## src/scan_config.svh

```systemverilog
/*
 * Octet scanner configuration
 * Line framing constants, frame limits, header field offsets,
 * configuration memory map and the CRC32 residue
 */
`ifndef SCAN_CONFIG_SVH
`define SCAN_CONFIG_SVH

// GMII framing octets
`define SCAN_PREAMBLE 8'h55
`define SCAN_SFD 8'hd5

// Non-data cycles required between frames, preamble included
`define SCAN_IFG_MIN 10
// Octet count at which a frame is abandoned
`define SCAN_MAX_LEN 1536
`define SCAN_CNT_W 11

// Configuration memory map, our MAC then our IP
`define SCAN_MAC_BASE 4'd0
`define SCAN_IP_BASE 4'd6
`define SCAN_MAC_LEN 6
`define SCAN_IP_LEN 4

// Field offsets from the first octet after the SFD
`define SCAN_SRC_MAC_OFS 6
`define SCAN_ARP_HDR_OFS 12
`define SCAN_ARP_HDR_LEN 10
`define SCAN_ARP_TIP_OFS 38

// Register value after running over data plus FCS
`define SCAN_CRC_RESIDUE 32'hdebb20e3

`endif

```

## src/scan_pkg.sv

```systemverilog
/*
 * Shared scanner functions
 * CRC32 octet update in reflected form and the ARP request header template
 */
`include "scan_config.svh"

package scan_pkg;

	// Reflected IEEE 802.3 polynomial
	localparam logic [31:0] CRC32_POLY = 32'hedb88320;

	// One octet through the CRC, LSB first as it goes on the wire
	function automatic logic [31:0] crc32_octet(input logic [31:0] crc, input logic [7:0] octet);
		logic [31:0] c;
		logic fb;
		c = crc;
		for (int i = 0; i < 8; i++) begin
			fb = c[0] ^ octet[i];
			c = c >> 1;
			if (fb)
				c = c ^ CRC32_POLY;
		end
		return c;
	endfunction

	// Expected octet of an ARP request, offsets 12 to 21
	function automatic logic [7:0] arp_template(input logic [`SCAN_CNT_W-1:0] ofs);
		case (ofs)
			12: return 8'h08;  // Ethertype ARP
			13: return 8'h06;
			14: return 8'h00;  // Hardware type Ethernet
			15: return 8'h01;
			16: return 8'h08;  // Protocol type IPv4
			17: return 8'h00;
			18: return 8'h06;  // Hardware address length
			19: return 8'h04;  // Protocol address length
			20: return 8'h00;  // Operation, request
			21: return 8'h01;
			default: return 8'h00;
		endcase
	endfunction

endpackage

```

## src/scan_if.sv

```systemverilog
/*
 * Framer to checker link
 * Counted octet stream, one cycle behind the line input
 */
`timescale 1ns/1ps
`include "scan_config.svh"

interface scan_if;
	// Index of the octet on data, valid while gate is high
	logic [`SCAN_CNT_W-1:0] cnt;
	logic [7:0] data;
	// High for every frame octet, FCS included
	logic gate;
	// Marks octet 0
	logic first;
	// Cycle after the final octet, not raised for abandoned frames
	logic last;

	modport framer (output cnt, data, gate, first, last);
	// Consumer side
	modport check (input cnt, data, gate, first, last);
endinterface

```

## src/rx_framer.sv

```systemverilog
/*
 * GMII receive framer
 * Preamble and SFD check, inter-frame gap and length limits,
 * octet counting and the two-stage delay to the output stream
 */
`timescale 1ns/1ps
`include "scan_config.svh"

module rx_framer (
	input  logic clk,
	input  logic rst_n,
	input  logic [7:0] eth_in,
	input  logic eth_in_s,
	scan_if.framer link,
	output logic [7:0] odata,
	output logic odata_s,
	output logic odata_f,
	output logic [`SCAN_CNT_W-1:0] pack_len
);

	localparam int IFG_W = $clog2(`SCAN_IFG_MIN + 1);
	localparam logic [IFG_W-1:0] IFG_MIN = `SCAN_IFG_MIN;
	localparam logic [`SCAN_CNT_W-1:0] MAX_LEN = `SCAN_MAX_LEN;

	// One-hot line state
	logic st_idle, st_pre, st_data, st_drop;
	logic [IFG_W-1:0] ifg_cnt;
	logic [`SCAN_CNT_W-1:0] pack_cnt;
	logic too_long, capture;
	// Delay line
	logic v1, v2, ab1, first_r, f_r;
	logic [7:0] data_d1, data_d2;
	logic [`SCAN_CNT_W-1:0] cnt_d1;
	logic last;

	assign too_long = pack_cnt >= MAX_LEN;
	// Octet accepted into the frame this cycle
	assign capture = st_data & eth_in_s & ~too_long;

	always_ff @(posedge clk or negedge rst_n) begin
		if (!rst_n) begin
			st_idle <= 1'b1;
			st_pre <= 1'b0;
			st_data <= 1'b0;
			st_drop <= 1'b0;
			// Line counts as quiet through reset
			ifg_cnt <= IFG_MIN;
			pack_cnt <= '0;
		end else begin
			// Gap counter saturates, cleared by any data or dropped octet
			if (st_idle | st_pre) begin
				if (ifg_cnt != IFG_MIN)
					ifg_cnt <= ifg_cnt + 1'b1;
			end else begin
				ifg_cnt <= '0;
			end
			pack_cnt <= (st_data & eth_in_s) ? pack_cnt + 1'b1 : '0;
			if (st_idle & eth_in_s) begin
				st_idle <= 1'b0;
				if (eth_in == `SCAN_PREAMBLE)
					st_pre <= 1'b1;
				else
					st_drop <= 1'b1;
			end
			if (st_pre) begin
				if (!eth_in_s) begin
					st_pre <= 1'b0;
					st_idle <= 1'b1;
				end else if (eth_in == `SCAN_SFD) begin
					st_pre <= 1'b0;
					// Too little gap since the last frame
					if (ifg_cnt == IFG_MIN)
						st_data <= 1'b1;
					else
						st_drop <= 1'b1;
				end else if (eth_in != `SCAN_PREAMBLE) begin
					st_pre <= 1'b0;
					st_drop <= 1'b1;
				end
			end
			if (st_data) begin
				if (!eth_in_s) begin
					st_data <= 1'b0;
					st_idle <= 1'b1;
				end else if (too_long) begin
					st_data <= 1'b0;
					st_drop <= 1'b1;
				end
			end
			// Discard the tail until the strobe falls
			if (st_drop & ~eth_in_s) begin
				st_drop <= 1'b0;
				st_idle <= 1'b1;
			end
		end
	end

	always_ff @(posedge clk or negedge rst_n) begin
		if (!rst_n) begin
			v1 <= 1'b0;
			v2 <= 1'b0;
			ab1 <= 1'b0;
			first_r <= 1'b0;
			f_r <= 1'b0;
			cnt_d1 <= '0;
			pack_len <= '0;
		end else begin
			v1 <= capture;
			v2 <= v1;
			// Length abort, suppresses the end mark
			ab1 <= st_data & eth_in_s & too_long;
			first_r <= capture & (pack_cnt == '0);
			f_r <= last;
			if (capture)
				cnt_d1 <= pack_cnt;
			// Index of the last octet plus one
			if (last)
				pack_len <= cnt_d1 + 1'b1;
		end
	end

	always_ff @(posedge clk) begin
		if (capture)
			data_d1 <= eth_in;
		data_d2 <= data_d1;
	end

	assign last = v2 & ~v1 & ~ab1;

	assign link.cnt = cnt_d1;
	assign link.data = data_d1;
	assign link.gate = v1;
	assign link.first = first_r;
	assign link.last = last;

	// Second stage feeds the output
	assign odata = data_d2;
	assign odata_s = v2;
	assign odata_f = f_r;

endmodule

```

## src/addr_match.sv

```systemverilog
/*
 * Address checker
 * Walks the configuration memory in step with the stream and compares
 * destination MAC, ARP target IP and the source MAC group bit
 */
`timescale 1ns/1ps
`include "scan_config.svh"

module addr_match (
	input  logic clk,
	input  logic rst_n,
	scan_if.check link,
	output logic [3:0] ip_a,
	input  logic [7:0] ip_d,
	output logic mac_ok,
	output logic tip_ok,
	output logic src_unicast
);

	localparam logic [`SCAN_CNT_W-1:0] TIP_OFS = `SCAN_ARP_TIP_OFS;

	logic [`SCAN_CNT_W-1:0] nxt, tip_idx;
	logic hit, in_mac, in_tip;

	// Index of the octet due on link next cycle, octet 0 when idle
	assign nxt = link.gate ? link.cnt + 1'b1 : '0;
	assign tip_idx = nxt - TIP_OFS;

	// Memory answers one cycle after the address
	always_comb begin
		if (nxt < `SCAN_MAC_LEN)
			ip_a = `SCAN_MAC_BASE + nxt[3:0];
		else if (nxt >= TIP_OFS && nxt < TIP_OFS + `SCAN_IP_LEN)
			ip_a = `SCAN_IP_BASE + tip_idx[3:0];
		else
			ip_a = `SCAN_MAC_BASE;
	end

	assign hit = link.data == ip_d;
	// Comparison windows
	assign in_mac = link.gate && link.cnt < `SCAN_MAC_LEN;
	assign in_tip = link.gate && link.cnt >= TIP_OFS && link.cnt < TIP_OFS + `SCAN_IP_LEN;

	always_ff @(posedge clk or negedge rst_n) begin
		if (!rst_n) begin
			mac_ok <= 1'b0;
			tip_ok <= 1'b0;
			src_unicast <= 1'b0;
		end else begin
			// Optimistic at frame start
			if (link.first) begin
				mac_ok <= 1'b1;
				tip_ok <= 1'b1;
				src_unicast <= 1'b0;
			end
			if (in_mac & ~hit)
				mac_ok <= 1'b0;
			if (in_tip & ~hit)
				tip_ok <= 1'b0;
			// Group bit is the first bit on the wire
			if (link.gate && link.cnt == `SCAN_SRC_MAC_OFS)
				src_unicast <= ~link.data[0];
		end
	end

endmodule

```

## src/arp_match.sv

```systemverilog
/*
 * ARP request checker
 * Compares Ethernet header octets 12 to 21 with the request template
 */
`timescale 1ns/1ps
`include "scan_config.svh"

module arp_match import scan_pkg::*; (
	input  logic clk,
	input  logic rst_n,
	scan_if.check link,
	output logic arp_ok
);

	logic [`SCAN_CNT_W-1:0] nxt;
	logic [7:0] tmpl;
	logic want;

	// Template is fetched one octet ahead
	assign nxt = link.gate ? link.cnt + 1'b1 : '0;

	always_ff @(posedge clk) begin
		tmpl <= arp_template(nxt);
	end

	always_ff @(posedge clk or negedge rst_n) begin
		if (!rst_n) begin
			want <= 1'b0;
			arp_ok <= 1'b0;
		end else begin
			want <= nxt >= `SCAN_ARP_HDR_OFS && nxt < `SCAN_ARP_HDR_OFS + `SCAN_ARP_HDR_LEN;
			if (link.first)
				arp_ok <= 1'b1;
			// Any header difference kills it
			if (want && link.gate && link.data != tmpl)
				arp_ok <= 1'b0;
		end
	end

endmodule

```

## src/crc32_check.sv

```systemverilog
/*
 * CRC32 checker
 * Runs the FCS polynomial over the whole frame and flags the good residue
 */
`timescale 1ns/1ps
`include "scan_config.svh"

module crc32_check import scan_pkg::*; (
	input  logic clk,
	input  logic rst_n,
	scan_if.check link,
	output logic crc_ok
);

	localparam logic [31:0] CRC_SEED = 32'hffffffff;

	logic [31:0] crc, crc_nxt;

	// Octet 0 starts from the seed, not the previous frame
	assign crc_nxt = crc32_octet(link.first ? CRC_SEED : crc, link.data);

	always_ff @(posedge clk or negedge rst_n) begin
		if (!rst_n) begin
			crc <= CRC_SEED;
			crc_ok <= 1'b0;
		end else if (link.gate) begin
			crc <= crc_nxt;
			// Final octet leaves the verdict ready for last
			crc_ok <= crc_nxt == `SCAN_CRC_RESIDUE;
		end
	end

endmodule

```

## src/scanner.sv

```systemverilog
/*
 * Receive packet scanner
 * Frames the GMII stream, forwards it two cycles late and reports
 * CRC, address and ARP request status at each frame end
 */
`timescale 1ns/1ps
`include "scan_config.svh"

module scanner (
	input  logic clk,
	input  logic rst_n,
	input  logic [7:0] eth_in,
	input  logic eth_in_s,
	// Configuration memory, one cycle latency
	output logic [3:0] ip_a,
	input  logic [7:0] ip_d,
	// Stream to the next stage
	output logic [7:0] odata,
	output logic odata_s,
	output logic odata_f,
	output logic status_valid,
	output logic [3:0] status_vec,
	output logic [`SCAN_CNT_W-1:0] pack_len
);

	logic mac_ok, tip_ok, src_unicast, arp_ok, crc_ok;
	logic arp_req;

	scan_if link ();

	rx_framer i_framer (
		.clk(clk),
		.rst_n(rst_n),
		.eth_in(eth_in),
		.eth_in_s(eth_in_s),
		.link(link.framer),
		.odata(odata),
		.odata_s(odata_s),
		.odata_f(odata_f),
		.pack_len(pack_len)
	);

	addr_match i_addr (
		.clk(clk),
		.rst_n(rst_n),
		.link(link.check),
		.ip_a(ip_a),
		.ip_d(ip_d),
		.mac_ok(mac_ok),
		.tip_ok(tip_ok),
		.src_unicast(src_unicast)
	);

	arp_match i_arp (.clk(clk), .rst_n(rst_n), .link(link.check), .arp_ok(arp_ok));

	crc32_check i_crc (.clk(clk), .rst_n(rst_n), .link(link.check), .crc_ok(crc_ok));

	// Answerable ARP request only
	assign arp_req = arp_ok & tip_ok & src_unicast & crc_ok;

	// Summary held until the next frame ends
	always_ff @(posedge clk or negedge rst_n) begin
		if (!rst_n) begin
			status_vec <= '0;
			status_valid <= 1'b0;
		end else begin
			status_valid <= link.last;
			if (link.last)
				status_vec <= {src_unicast, mac_ok, crc_ok, arp_req};
		end
	end

endmodule

```

## config.mk

```make
export PLATFORM = sky130hd
export DESIGN_NAME = scanner
export DESIGN_NICKNAME = d
export VERILOG_FILES = /design/src/scan_pkg.sv /design/src/scan_if.sv /design/src/rx_framer.sv /design/src/addr_match.sv /design/src/arp_match.sv /design/src/crc32_check.sv /design/src/scanner.sv
export VERILOG_INCLUDE_DIRS = /design/src
export SDC_FILE = /design/constraint.sdc
export NUM_CORES = 1
export LEC_CHECK = 0
export ABC_AREA = 0
export BUFFER_PORTS_ARGS = -buffer_cell sky130_fd_sc_hd__buf_2
export CORE_UTILIZATION = 40
export CTS_CLUSTER_DIAMETER = 40
export DETAILED_ROUTE_END_ITERATION = 8
export GPL_TIMING_DRIVEN = 0
export HOLD_SLACK_MARGIN = 0.02
export PLACE_DENSITY = 0.61
export SETUP_SLACK_MARGIN = 0.2
export SKIP_LAST_GASP = 1
export SYNTH_ARGS = -nofsm -noshare
export SYNTH_HDL_FRONTEND = slang
export SYNTH_SLANG_ARGS = --single-unit
```

## constraint.sdc

```tcl
create_clock -name clk -period 4.8 [get_ports clk]
set_input_delay 0 -clock clk [delete_from_list [all_inputs] [get_ports clk]]
set_output_delay 0 -clock clk [all_outputs]
set_load 0.03 [all_outputs]
```

==> results.md, run 1 <==
- PwrDens: 230 mW/mm^2
- Hold Slack: 0.128 ns
- Synth Area in Simple Gates: 17.4%
- Clock share of power: 44.6%
- R2R depth: 12
- Vias per inst: 5.31
- Gr ovfl total: 0
- Fmax: 332 MHz
- Die Wd: 131 um
- Largest net degree at the start of global routing: 63
- Setup TNS Final: 0 ns
- Antenna Nets Post-Route: 0
- RePlAce Congestion: 0.921
- Crit share post-route: 62.8%
- Wire length on met2: 8100 um
- Clock Skew: 0.0123 ns
- Sw power: 0.000394 W
- P_leak: 3.16 nW
- Switching Share: 22.5%
- H-tree depth: 3
- Vias in the first global route: 5094
- First-pass DRT Iterations: 5
- Clock latency on the worst-skew pair: 0.36 ns
- Die Span Y: 131 um
- HP Class: input pin to asynchronous set/reset pin
- Diode count: 0
- Clk slew on worst S/H paths: 0.08 ns
- Initial Util: 41.4%
- Mux cell area share after synthesis: 5.40%
- CTS tree: yes
- Share of power burned in registers: 52.9%
- Hold Fails Final Rpt: 0
- Relative slew margins: 46.8%
- Slack of the critical path: 1.78 ns
- Flops & latches, synth: 108
- Critical path class: flip-flop to flip-flop
- CP most frequent cell: nand2_1
- Worst R2R Setup Slack: 1.78 ns
- XOR/XNOR Fraction of Synth Area: 20.5%
- Most frequent cells in the layout: nor2_1, xnor2_1, nand2_1, dfrtp_1, buf_2
- Routed len/inst: 17.7 um
- Die area: 0.0172 sq mm
- Slew Viols, Final: 0
- Cell Count, Final, Fillers Out: 977
- Slowest stage cell on the critical path: dfrtp_1
- Pwr Total: 0.00175 W
- Starting DRC count in detailed routing: 266
- First-pass GRT wire length: 27600 um
- Port bufs: 48
- CP arrival: 3.30 ns
- Detailed Route WL: 17300 um
- Adder-Cell Fraction of Synth Area: 1.13%
- Met1 WL: 7950 um
- Largest family of logic cells by synthesized area: XOR/XNOR gates
- Worst Path Required: 5.08 ns
- Yosys warning total: 0
- Syn avg cell area: 9.70 sq um
- R2R Path End: i_crc.crc_ok
- Slowest stage delay, CP: 0.44 ns
- Dpl hpwl: 12800 um
- Combinational power share: 2.5%
- Placed insts: 951
- Final setup viols: 0
- Clock Tree Buf Depth: 2
- Row count: 46
- Gr usage total: 21.6%
- Place WS: 1.82 ns
- RSZ-0062 raised after global routing: false
- Worst Setup End Kind: flip-flop
- Most common cell after layout, fill and taps aside: nor2_1
- Mapped Area: 0.00665 sq mm
- Min cycle time layout: 3.02 ns
- Top-area cell type share of the netlist area: 19.9%
- Worst-Margin Slew: 0.799 ns
- Max VDD drop: 0.157 mV
- Cell variety after synth: 68
- DRC viols: 0
- Worst Path Max Fanout: 10
- Net Count, Synth: 711
- Antenna violations before repair: 0
- Via count: 5184
- Number of fill cells in the layout: 1558
- Buf/Inv on CP: 3
- Yosys top cell by area: dfrtp_1
- Nets: 781
- Top FF cell, synth: dfrtp_1
- Critical Path, Cell by Cell: buf_4 -> inv_1 -> buf_2 -> nand3_1 -> nand2_1 -> ha_1 -> nand2_1 -> nor3_1 -> o211ai_1 -> a2111oi_4 -> o2111ai_1 -> o2bb2ai_1
- Top delay family on crit path: compound AO/OA/AOI/OAI gates
- Seq/Total Area, Yosys: 41.0%
- Clock Sinks: 108
- Share of post-route cells with drive strength above 1: 21.6%
- Max_cap viols: 0
- I/O pins: 49
- Met3 wire len: 893 um
- Async SR Flop Fraction: 81.5%
- Status: finished clean
- CTS buffer count: 9
- Pint: 0.00135 W
- Reg-to-Reg Start: i_framer.link.first
- Top sig layer: met4
- Critical path depth: 12
- Compound-Gate Fraction of Synth Area: 10.3%
- Startpoint types: flip-flop
- Post-synth EDFFs: 8
- Worst setup path endpoint: i_crc.crc_ok
- Ranking of synthesized cells by area: dfrtp_1, dfstp_2, xnor2_1
- Synth-to-Final Area Change: 14.2%
- CTS resizes: 0
- Clock root buffer: clkbuf_16
- Core area: 0.0161 sq mm
- Crit. Startpoint: i_framer.link.first
- Syn Inst Count: 686
## cell type report
class                           instances  area [sq um]  share of cell area [%]
Sequential cell                       108          2730                    35.9
Timing Repair Buffer                   59           370                    4.87
Clock inverter                          7          81.3                    1.07
Inverter                               13          48.8                   0.642
Multi-Input combinational cell        524          3630                    47.8
Buffer                                 41           243                    3.19
Tap cell                              216           270                    3.56
Clock buffer                            9           225                    2.96
## worst reg2reg max path: stages, from the launching register on
cell and delay (ns):
dfrtp_1 0.44, buf_4 0.22, inv_1 0.15, buf_2 0.30, nand3_1 0.17, nand2_1 0.20
ha_1 0.22, nand2_1 0.07, nor3_1 0.19, o211ai_1 0.17, a2111oi_4 0.36, o2111ai_1 0.24
o2bb2ai_1 0.20
## registers in the layout, summed over array words and instances, names as in the netlist, 4 cells and up
register and count:
i_arp.tmpl 4, i_crc.crc 32, i_framer.ifg_cnt 4, i_framer.link.cnt 11
i_framer.link.data 8, i_framer.odata 8, i_framer.pack_cnt 11, i_framer.pack_len 11
status_vec 4
## what timing repair did
action	in CTS	in global routing
buffers inserted	0	0
endpoints found under the hold margin	67	0
hold buffers	10	0
## routing by layer
metal	vias up	GRT usage [%]
met5	-	0
li1	2489	-
met4	0	7.37
met1	2538	29.4
met2	134	34.6
met3	23	3.91
## metrics by stage
step           util [%]  instance area, sq um
4_1_cts            47.3                  7600
6_report           47.3                  7600
5_1_grt            47.3                  7600
3_3_place_gp       44.6                  7160
2_1_floorplan         -                  6650
3_5_place_dp       44.8                  7190
## power by group through the flow
| stage | Sequential, W | Clock, W | Combinational [W] |
|---|---|---|---|
| after floorplan | 0.000941 | 0 | 0.00000846 |
| after global placement | 0.000941 | 0 | 0.0000341 |
| after detailed placement | 0.000941 | 0 | 0.0000388 |
| after CTS | 0.000924 | 0.000796 | 0.0000453 |
| after global routing | 0.000924 | 0.000829 | 0.0000495 |
| final | 0.000924 | 0.000780 | 0.0000441 |
## cell usage after synthesis (3+ instances only)
library cell,count
nor2_1,89
xnor2_1,83
nand2_1,62
dfrtp_1,53
a21oi_1,35
dfstp_2,35
xor2_1,29
o21ai_0,28
mux2_2,23
nand3_1,23
clkbuf_1,18
nor3_1,17
buf_4,12
dfxtp_1,12
inv_1,11
mux2i_1,10
or3_1,9
edfxtp_1,8
xnor3_1,8
nand4_1,7
o211ai_1,7
ha_1,6
nor4_1,6
a211oi_1,5
a31oi_1,5
buf_2,5
buf_6,5
xnor2_2,5
and2_1,4
and3_1,4
o2111ai_1,4
o21a_1,4
nand2b_1,3
nand3b_1,3
nor2_2,3
nor3b_1,3
o22ai_1,3
## logic make-up (layout without fill, tap and decap cells)
| group | Yosys count | count (layout) |
|---|---|---|
| and+or+nand+nor | 247 | 247 |
| DFF | 108 | 108 |
| muxes | 33 | 33 |
| buffers and inverters | 54 | 129 |
| AOI/OAI and AO/OA | 108 | 108 |
| xor gates and xnor gates | 130 | 130 |
| adders and majority gates | 6 | 6 |
## worst min-delay path by stage
stage | from | to | cells after the start
6_report | rst_n | i_framer.pack_len[1] | 2
5_1_grt | rst_n | i_framer.pack_len[1] | 2
3_5_place_dp | rst_n | i_framer.odata_f | 1
4_1_cts | rst_n | i_framer.pack_len[1] | 2
3_3_place_gp | eth_in[5] | i_framer.link.data[5] | 1
2_1_floorplan | rst_n | i_addr.mac_ok | 0
No activity file was read; power rests on OpenSTA's default activity.
==> run 2: changes to the inputs <==
--- a/config.mk
+++ b/config.mk
@@ -6,7 +6,7 @@
 export SDC_FILE = /design/constraint.sdc
 export NUM_CORES = 1
 export LEC_CHECK = 0
-export ABC_AREA = 0
+export ABC_AREA = 1
 export BUFFER_PORTS_ARGS = -buffer_cell sky130_fd_sc_hd__buf_2
 export CORE_UTILIZATION = 40
 export CTS_CLUSTER_DIAMETER = 40
==> constraint.sdc (replaced) <==
create_clock -name clk -period 3 [get_ports clk]
set_input_delay 0 -clock clk [delete_from_list [all_inputs] [get_ports clk]]
set_output_delay 0 -clock clk [all_outputs]
set_load 0.03 [all_outputs]
==> results.md, run 2 <==
- Number of fill cells in the layout: 1594 (+2.3%)
- H-tree depth: 3 (unchanged)
- Yosys warning total: 0 (unchanged)
- CP arrival: 2.86 ns (-0.44 ns)
- Critical Path, Cell by Cell: o21bai_2 -> nand2_1 -> buf_6 -> nand2_1 -> nand2_1 -> buf_4 -> ha_1 -> nand3_1 -> nor3_1 -> nand2_1 -> nor2_1 -> nand3_1 -> nor2_1 -> nand2_1 -> nand2_1
- Syn avg cell area: 7.22 sq um (-26%)
- Initial Util: 41.7% (+0.27 points)
- Min cycle time layout: 2.55 ns (-0.463 ns)
- Net Count, Synth: 916 (+29%)
- Fmax: 392 MHz (+18%)
- Cell variety after synth: 44 (-35%)
- Core area: 0.0154 sq mm (-3.9%)
- Syn Inst Count: 891 (+30%)
- Nets: 986 (+26%)
- Worst Setup End Kind: flip-flop
- Antenna Nets Post-Route: 0 (unchanged)
- Mapped Area: 0.00643 sq mm (-3.3%)
- Top delay family on crit path: simple AND/OR/NAND/NOR gates
- RSZ-0062 raised after global routing: false
- Via count: 5921 (+14%)
- Antenna violations before repair: 0 (unchanged)
- Async SR Flop Fraction: 81.5% (unchanged)
- Vias in the first global route: 5444 (+6.9%)
- Routed len/inst: 14.9 um (-16%)
- Clk slew on worst S/H paths: 0.08 ns (about the same)
- Share of post-route cells with drive strength above 1: 15.9% (-5.6 points)
- Crit share post-route: 85.1% (+22 points)
- Top reg by flops: i_crc.crc
- Diode count: 0 (unchanged)
- Max_cap viols: 0 (unchanged)
- Worst Path Max Fanout: 10 (unchanged)
- Ranking of synthesized cells by area: dfrtp_1, nand2_1, dfstp_2
- Yosys top cell by area: dfrtp_1
- Gr ovfl total: 0 (unchanged)
- Worst-Margin Slew: 0.816 ns (+0.0176 ns)
- CP most frequent cell: nand2_1
- P_leak: 3.60 nW (+14%)
- Commonest cells in the netlist: nand2_1, inv_1, nor2_1
- Flops & latches, synth: 108 (unchanged)
- Clock root buffer: clkbuf_16
- Register area: 0.00273 sq mm (unchanged)
- Area occupied by multi-input gates: 0.00315 sq mm (-13%)
- Final setup viols: 0 (unchanged)
- Row count: 45 (-2.2%)
- Setup TNS Final: 0 ns (unchanged)
- Relative slew margins: 45.2% (-1.6 points)
- Max VDD drop: 0.288 mV (+84%)
- First-pass GRT wire length: 28400 um (+2.7%)
- Detailed Route WL: 17500 um (+1.1%)
- Seq/Total Area, Yosys: 42.4% (+1.4 points)
- CTS tree: yes
- Clock Tree Buf Depth: 2 (unchanged)
- I/O pins: 49 (unchanged)
- Die Wd: 129 um (-1.6%)
- Critical path class: flip-flop to flip-flop
- Top FF cell, synth: dfrtp_1
- Slowest stage cell on the critical path: edfxtp_1
- Post-synth EDFFs: 8 (unchanged)
- Clock latency on the worst-skew pair: 0.36 ns (about the same)
- Clock Skew: 0.00946 ns (-0.00284 ns)
- Top-area cell type share of the netlist area: 20.6% (+0.68 points)
- Die area: 0.0166 sq mm (-3.2%)
- Slowest stage delay, CP: 0.55 ns (+0.11 ns)
- RePlAce Congestion: 0.896 (-2.7%)
- First-pass DRT Iterations: 5 (unchanged)
- Cell Count, Final, Fillers Out: 1177 (+20%)
- Largest net degree at the start of global routing: 54 (-14%)
- Worst Path Required: 3.30 ns (-1.78 ns)
- Gr usage total: 22.8% (+1.1 points)
- HP Class: input pin to asynchronous set/reset pin
- Port bufs: 48 (unchanged)
- Status: finished clean
- Placed insts: 1151 (+21%)
- PwrDens: 380 mW/mm^2 (+65%)
- Die Span Y: 129 um (-1.6%)
- Most common cell after layout, fill and taps aside: nand2_1
- Clock Sinks: 108 (unchanged)
- Vias per inst: 5.03 (-5.2%)
- Slew Viols, Final: 0 (unchanged)
- Synth-to-Final Area Change: 14.5%
- DRC viols: 0 (unchanged)
- Startpoint types: flip-flop
- Most frequent cells in the layout: nand2_1, inv_1, nor2_1, nand3_1, o21ai_0
- Hold Fails Final Rpt: 0 (unchanged)
- CTS buffer count: 9 (unchanged)
- Most frequent cell after synthesis: nand2_1
- Dpl hpwl: 13100 um (+1.9%)
- Buf/Inv on CP: 2 (-1)
- Number of flip-flops under the largest register name: 32 (unchanged)
- Starting DRC count in detailed routing: 419 (+58%)
## run 2: cell count changes in the layout (fill, tap and decap cells not counted), moves of 23 or more
cell / change
xnor2_1: -68
inv_1: +85
mux2_2: -23
o21ai_0: +26
nand2_1: +242
nand3_1: +34
## run 2: path summary, 6_finish.rpt
kind / startpoint / endpoint / slack (ns) / cells after the start
worst max-delay path: i_framer.link.data[0] / i_crc.crc_ok / 0.45 / 15
worst min-delay path: rst_n / i_framer.st_pre / 0.14 / 2
worst max register to register: i_framer.link.data[0] / i_crc.crc_ok / 0.45 / 15
worst min register to register: i_framer.link.gate / i_framer.odata_s / 0.41 / 0
max in group asynchronous: rst_n / i_crc.crc[2] / 2.17 / 3
min in group clk: ip_d[4] / i_addr.tip_ok / 0.28 / 6
## run 2: logic make-up after synthesis
group | count (synthesis) | synth area share (%)
simple gates | 533 | 36.0
compound gates | 93 | 8.19
xor+xnor | 26 | 3.54
fa+ha+maj | 6 | 1.17
buf+inv | 125 | 8.73
flops | 108 | 42.4
## run 2: what timing repair did
action,in CTS,in global routing
setup buffers,0,0
hold buffers,10,0
gates resized for setup,0,4
endpoints found under the hold margin,47,0
setup endpoints to repair,0,4
## run 2: worst register-to-register path, cell delays in order (launching register included)
cell,delay [ns]
edfxtp_1,0.55
o21bai_2,0.27
nand2_1,0.10
buf_6,0.17
nand2_1,0.07
nand2_1,0.07
buf_4,0.20
ha_1,0.16
nand3_1,0.10
nor3_1,0.22
nand2_1,0.08
nor2_1,0.09
nand3_1,0.08
nor2_1,0.18
nand2_1,0.11
nand2_1,0.07
## run 2: cell type report
type	instances	share of cell area (%)
Buffer	27	2.63
Clock buffer	9	3.06
Clock inverter	7	0.985
Inverter	98	5.03
Multi-Input combinational cell	658	42.7
Sequential cell	108	37.0
Tap cell	211	3.58
Timing Repair Buffer	59	5.03
## run 2: metrics by stage
stage | hold slack, ns | power (W) | utilization [%] | worst slack (ns) | area (sq um)
4_1_cts | 0.148 | 0.00283 | 47.7 | 0.393 | 7370
5_1_grt | 0.176 | 0.00290 | 47.8 | 0.207 | 7370
6_report | 0.143 | 0.00280 | 47.8 | 0.447 | 7370
2_1_floorplan | -0.296 | 0.00157 | - | 0.940 | 6430
3_5_place_dp | 0.00313 | 0.00163 | 45.2 | 0.518 | 6970
3_3_place_gp | 0.189 | 0.00162 | 45.0 | 0.494 | 6940
## run 2: per-layer routing
metal | track usage, % | share of wire, % | vias to the layer above
met5 | 0 | 0 | -
met4 | 8.37 | 1.9 | 0
met3 | 2.62 | 4.8 | 19
met2 | 34.5 | 44 | 141
met1 | 33.3 | 49 | 2784
li1 | - | - | 2977
## run 2: where the power goes
| group | switching [W] | internal [W] | total [W] |
|---|---|---|---|
| Combinational | 0.0000575 | 0.0000411 | 0.0000986 |
| Clock | 0.000611 | 0.000585 | 0.00120 |
| Sequential | 0.0000151 | 0.00149 | 0.00151 |
| Total | 0.000683 | 0.00212 | 0.00280 |
==> run 3: changes to the inputs <==
--- a/config.mk
+++ b/config.mk
@@ -14,6 +14,7 @@
 export GPL_TIMING_DRIVEN = 0
 export HOLD_SLACK_MARGIN = 0.02
 export PLACE_DENSITY = 0.61
+export RECOVER_POWER = 25
 export SETUP_SLACK_MARGIN = 0.2
 export SKIP_LAST_GASP = 1
 export SYNTH_ARGS = -nofsm -noshare
==> results.md, run 3 (synthesized netlist as in run 2, its figures left out) <==
- Clock Sinks: 108 (unchanged)
- Vias in the first global route: 5444 (unchanged)
- DRC viols: 0 (unchanged)
- Clock Tree Buf Depth: 2 (unchanged)
- Post-CTS Setup Bufs: 0 (unchanged)
- P_leak: 3.58 nW (-0.41%)
- Clock share of power: 42.7% (about the same)
- Clock latency on the worst-skew pair: 0.37 ns (about the same)
- Synth-to-Final Area Change: 14.4%
- Failing checks: capacitance limit, slew limit
- Number of flip-flops under the largest register name: 32 (unchanged)
- Starting DRC count in detailed routing: 384 (-8.4%)
- Post-route cell area: 0.00736 sq mm (-0.12%)
- Largest net degree at the start of global routing: 54 (unchanged)
- Die area: 0.0166 sq mm (unchanged)
- Status: finished, violations left
- Max_cap viols: 1 (+1)
- Hold Fails Final Rpt: 0 (unchanged)
- Relative slew margins: -44.4% (-90 points)
- Setup TNS Final: 0 ns (unchanged)
- Fmax: 390 MHz (-0.41%)
- Die Wd: 129 um (unchanged)
- H-tree depth: 3 (unchanged)
- Top reg by flops: i_crc.crc
- Antenna Nets Post-Route: 0 (unchanged)
- Dpl hpwl: 13100 um (unchanged)
- Combinational power share: 3.5% (about the same)
- Most frequent cells in the layout: nand2_1, inv_1, nor2_1, nand3_1, o21ai_0
- Most common cell after layout, fill and taps aside: nand2_1
- Port bufs: 48 (unchanged)
- Routed len/inst: 14.9 um (+0.43%)
- Place WS: 0.518 ns (unchanged)
- Clk slew on worst S/H paths: 0.08 ns (about the same)
- CP arrival: 2.87 ns (about the same)
- CTS tree: yes
- Pwr Total: 0.00280 W (about the same)
- CTS buffer count: 9 (unchanged)
- Reg-to-Reg Start: i_framer.link.data[0]
- Worst hold start: ip_d[4]
- Number of fill cells in the layout: 1596 (+0.13%)
- I/O pins: 49 (unchanged)
- Row count: 45 (unchanged)
- Antenna violations before repair: 0 (unchanged)
- Min cycle time layout: 2.56 ns (+0.0105 ns)
- HP Class: input pin to flip-flop
- Share of power burned in registers: 53.8% (about the same)
- Worst Setup End Kind: flip-flop
- Vias per inst: 5.07 (+0.78%)
- Pint: 0.00212 W (about the same)
- Diode count: 0 (unchanged)
- Placed Area: 0.00697 sq mm (unchanged)
- Detailed Route WL: 17600 um (+0.43%)
- Switching Share: 24.4% (about the same)
- Final setup viols: 0 (unchanged)
- Max VDD drop: 0.289 mV (+0.33%)
- Startpoint types: flip-flop
- Clock root buffer: clkbuf_16
- First-pass DRT Iterations: 6 (+1)
- Crit share post-route: 85.5% (+0.35 points)
- Nets: 986 (unchanged)
- Worst Path Required: 3.31 ns (about the same)
- RePlAce Congestion: 0.896 (unchanged)
- Core area: 0.0154 sq mm (unchanged)
- Worst Path Max Fanout: 10 (unchanged)
- Crit. Startpoint: i_framer.link.data[0]
- Worst-Margin Slew: 2.17 ns (+1.35 ns)
- Die Span Y: 129 um (unchanged)
- Hold Slack: 0.281 ns (+0.139 ns)
- Gr ovfl total: 0 (unchanged)
- Slack of the critical path: 0.436 ns (-0.0105 ns)
- Share of post-route cells with drive strength above 1: 15.4% (-0.52 points)
- Critical path class: flip-flop to flip-flop
- Via count: 5967 (+0.78%)
- First-pass GRT wire length: 28400 um (unchanged)
- RSZ-0062 raised after global routing: false
- Sw power: 0.000683 W (about the same)
- Gr usage total: 22.8% (unchanged)
- Initial Util: 41.7% (unchanged)
- Clock Skew: 0.00941 ns (-0.0000440 ns)
- PwrDens: 380 mW/mm^2 (about the same)
- Slew Viols, Final: 36 (+36)
-- run 3: cell types whose count changed in the layout (fill, tap and decap cells not counted), sizes merged --
| cell | delta |
|---|---|
| clkbuf | +5 |
| buf | -5 |
-- run 3: power groups by stage --
stage | clock (W) | combinational, W | sequential, W
after floorplan | 0 | 0.0000390 | 0.00153
after global placement | 0 | 0.0000860 | 0.00154
after detailed placement | 0 | 0.0000907 | 0.00154
after CTS | 0.00122 | 0.000101 | 0.00151
after global routing | 0.00127 | 0.000114 | 0.00151
final | 0.00119 | 0.0000980 | 0.00151
-- run 3: final cells by class --
| cell class | instances | area [sq um] | share of cell area [%] |
|---|---|---|---|
| multi-input combinational | 658 | 3150 | 42.7 |
| sequential | 108 | 2730 | 37.0 |
| clock buffer | 9 | 225 | 3.06 |
| buffer | 27 | 194 | 2.64 |
| inverter | 98 | 370 | 5.03 |
| timing repair buffer | 59 | 362 | 4.91 |
| tap | 211 | 264 | 3.59 |
| clock inverter | 7 | 72.6 | 0.986 |
-- run 3: timing repair --
action / in CTS / in global routing
resized for setup: 0 / 4
hold buffers: 10 / 0
endpoints found under the setup margin: 0 / 4
hold endpoints to repair: 47 / 0
-- run 3: path summary, 6_finish.rpt --
| path | endpoint | slack (ns) | cells past startpoint |
|---|---|---|---|
| setup / recovery | i_crc.crc_ok | 0.44 | 15 |
| hold / removal | i_addr.tip_ok | 0.28 | 6 |
| setup reg to reg | i_crc.crc_ok | 0.44 | 15 |
| hold reg to reg | i_framer.odata_s | 0.41 | 0 |
| max in group asynchronous | i_framer.link.first | 0.96 | 2 |
| min in group asynchronous | i_framer.st_pre | 0.80 | 2 |
-- run 3: layer usage --
layer  GRT usage, %  vias to the layer above  wire length [um]
li1               -                     2978                 -
met1           33.3                     2801              8610
met2           34.5                      164              7760
met3           2.62                       24               862
met4           8.37                        0               333
met5              0                        -                 0
-- run 3: critical path, cell delays in order (launching register included) --
cell,delay (ns)
edfxtp_1,0.54
o21bai_2,0.26
nand2_1,0.10
buf_6,0.17
nand2_1,0.06
nand2_1,0.07
buf_4,0.20
ha_1,0.16
nand3_1,0.10
nor3_1,0.22
nand2_1,0.08
nor2_1,0.09
nand3_1,0.09
nor2_1,0.18
nand2_1,0.10
nand2_1,0.07
-- run 3: stage by stage --
| stage | instances | utilization (%) |
|---|---|---|
| 6_report | 1177 | 47.7 |
| 5_1_grt | 1177 | 47.7 |
| 4_1_cts | 1177 | 47.7 |
| 3_5_place_dp | 1151 | 45.2 |
| 3_3_place_gp | 1150 | 45.0 |
| 2_1_floorplan | 891 | - |
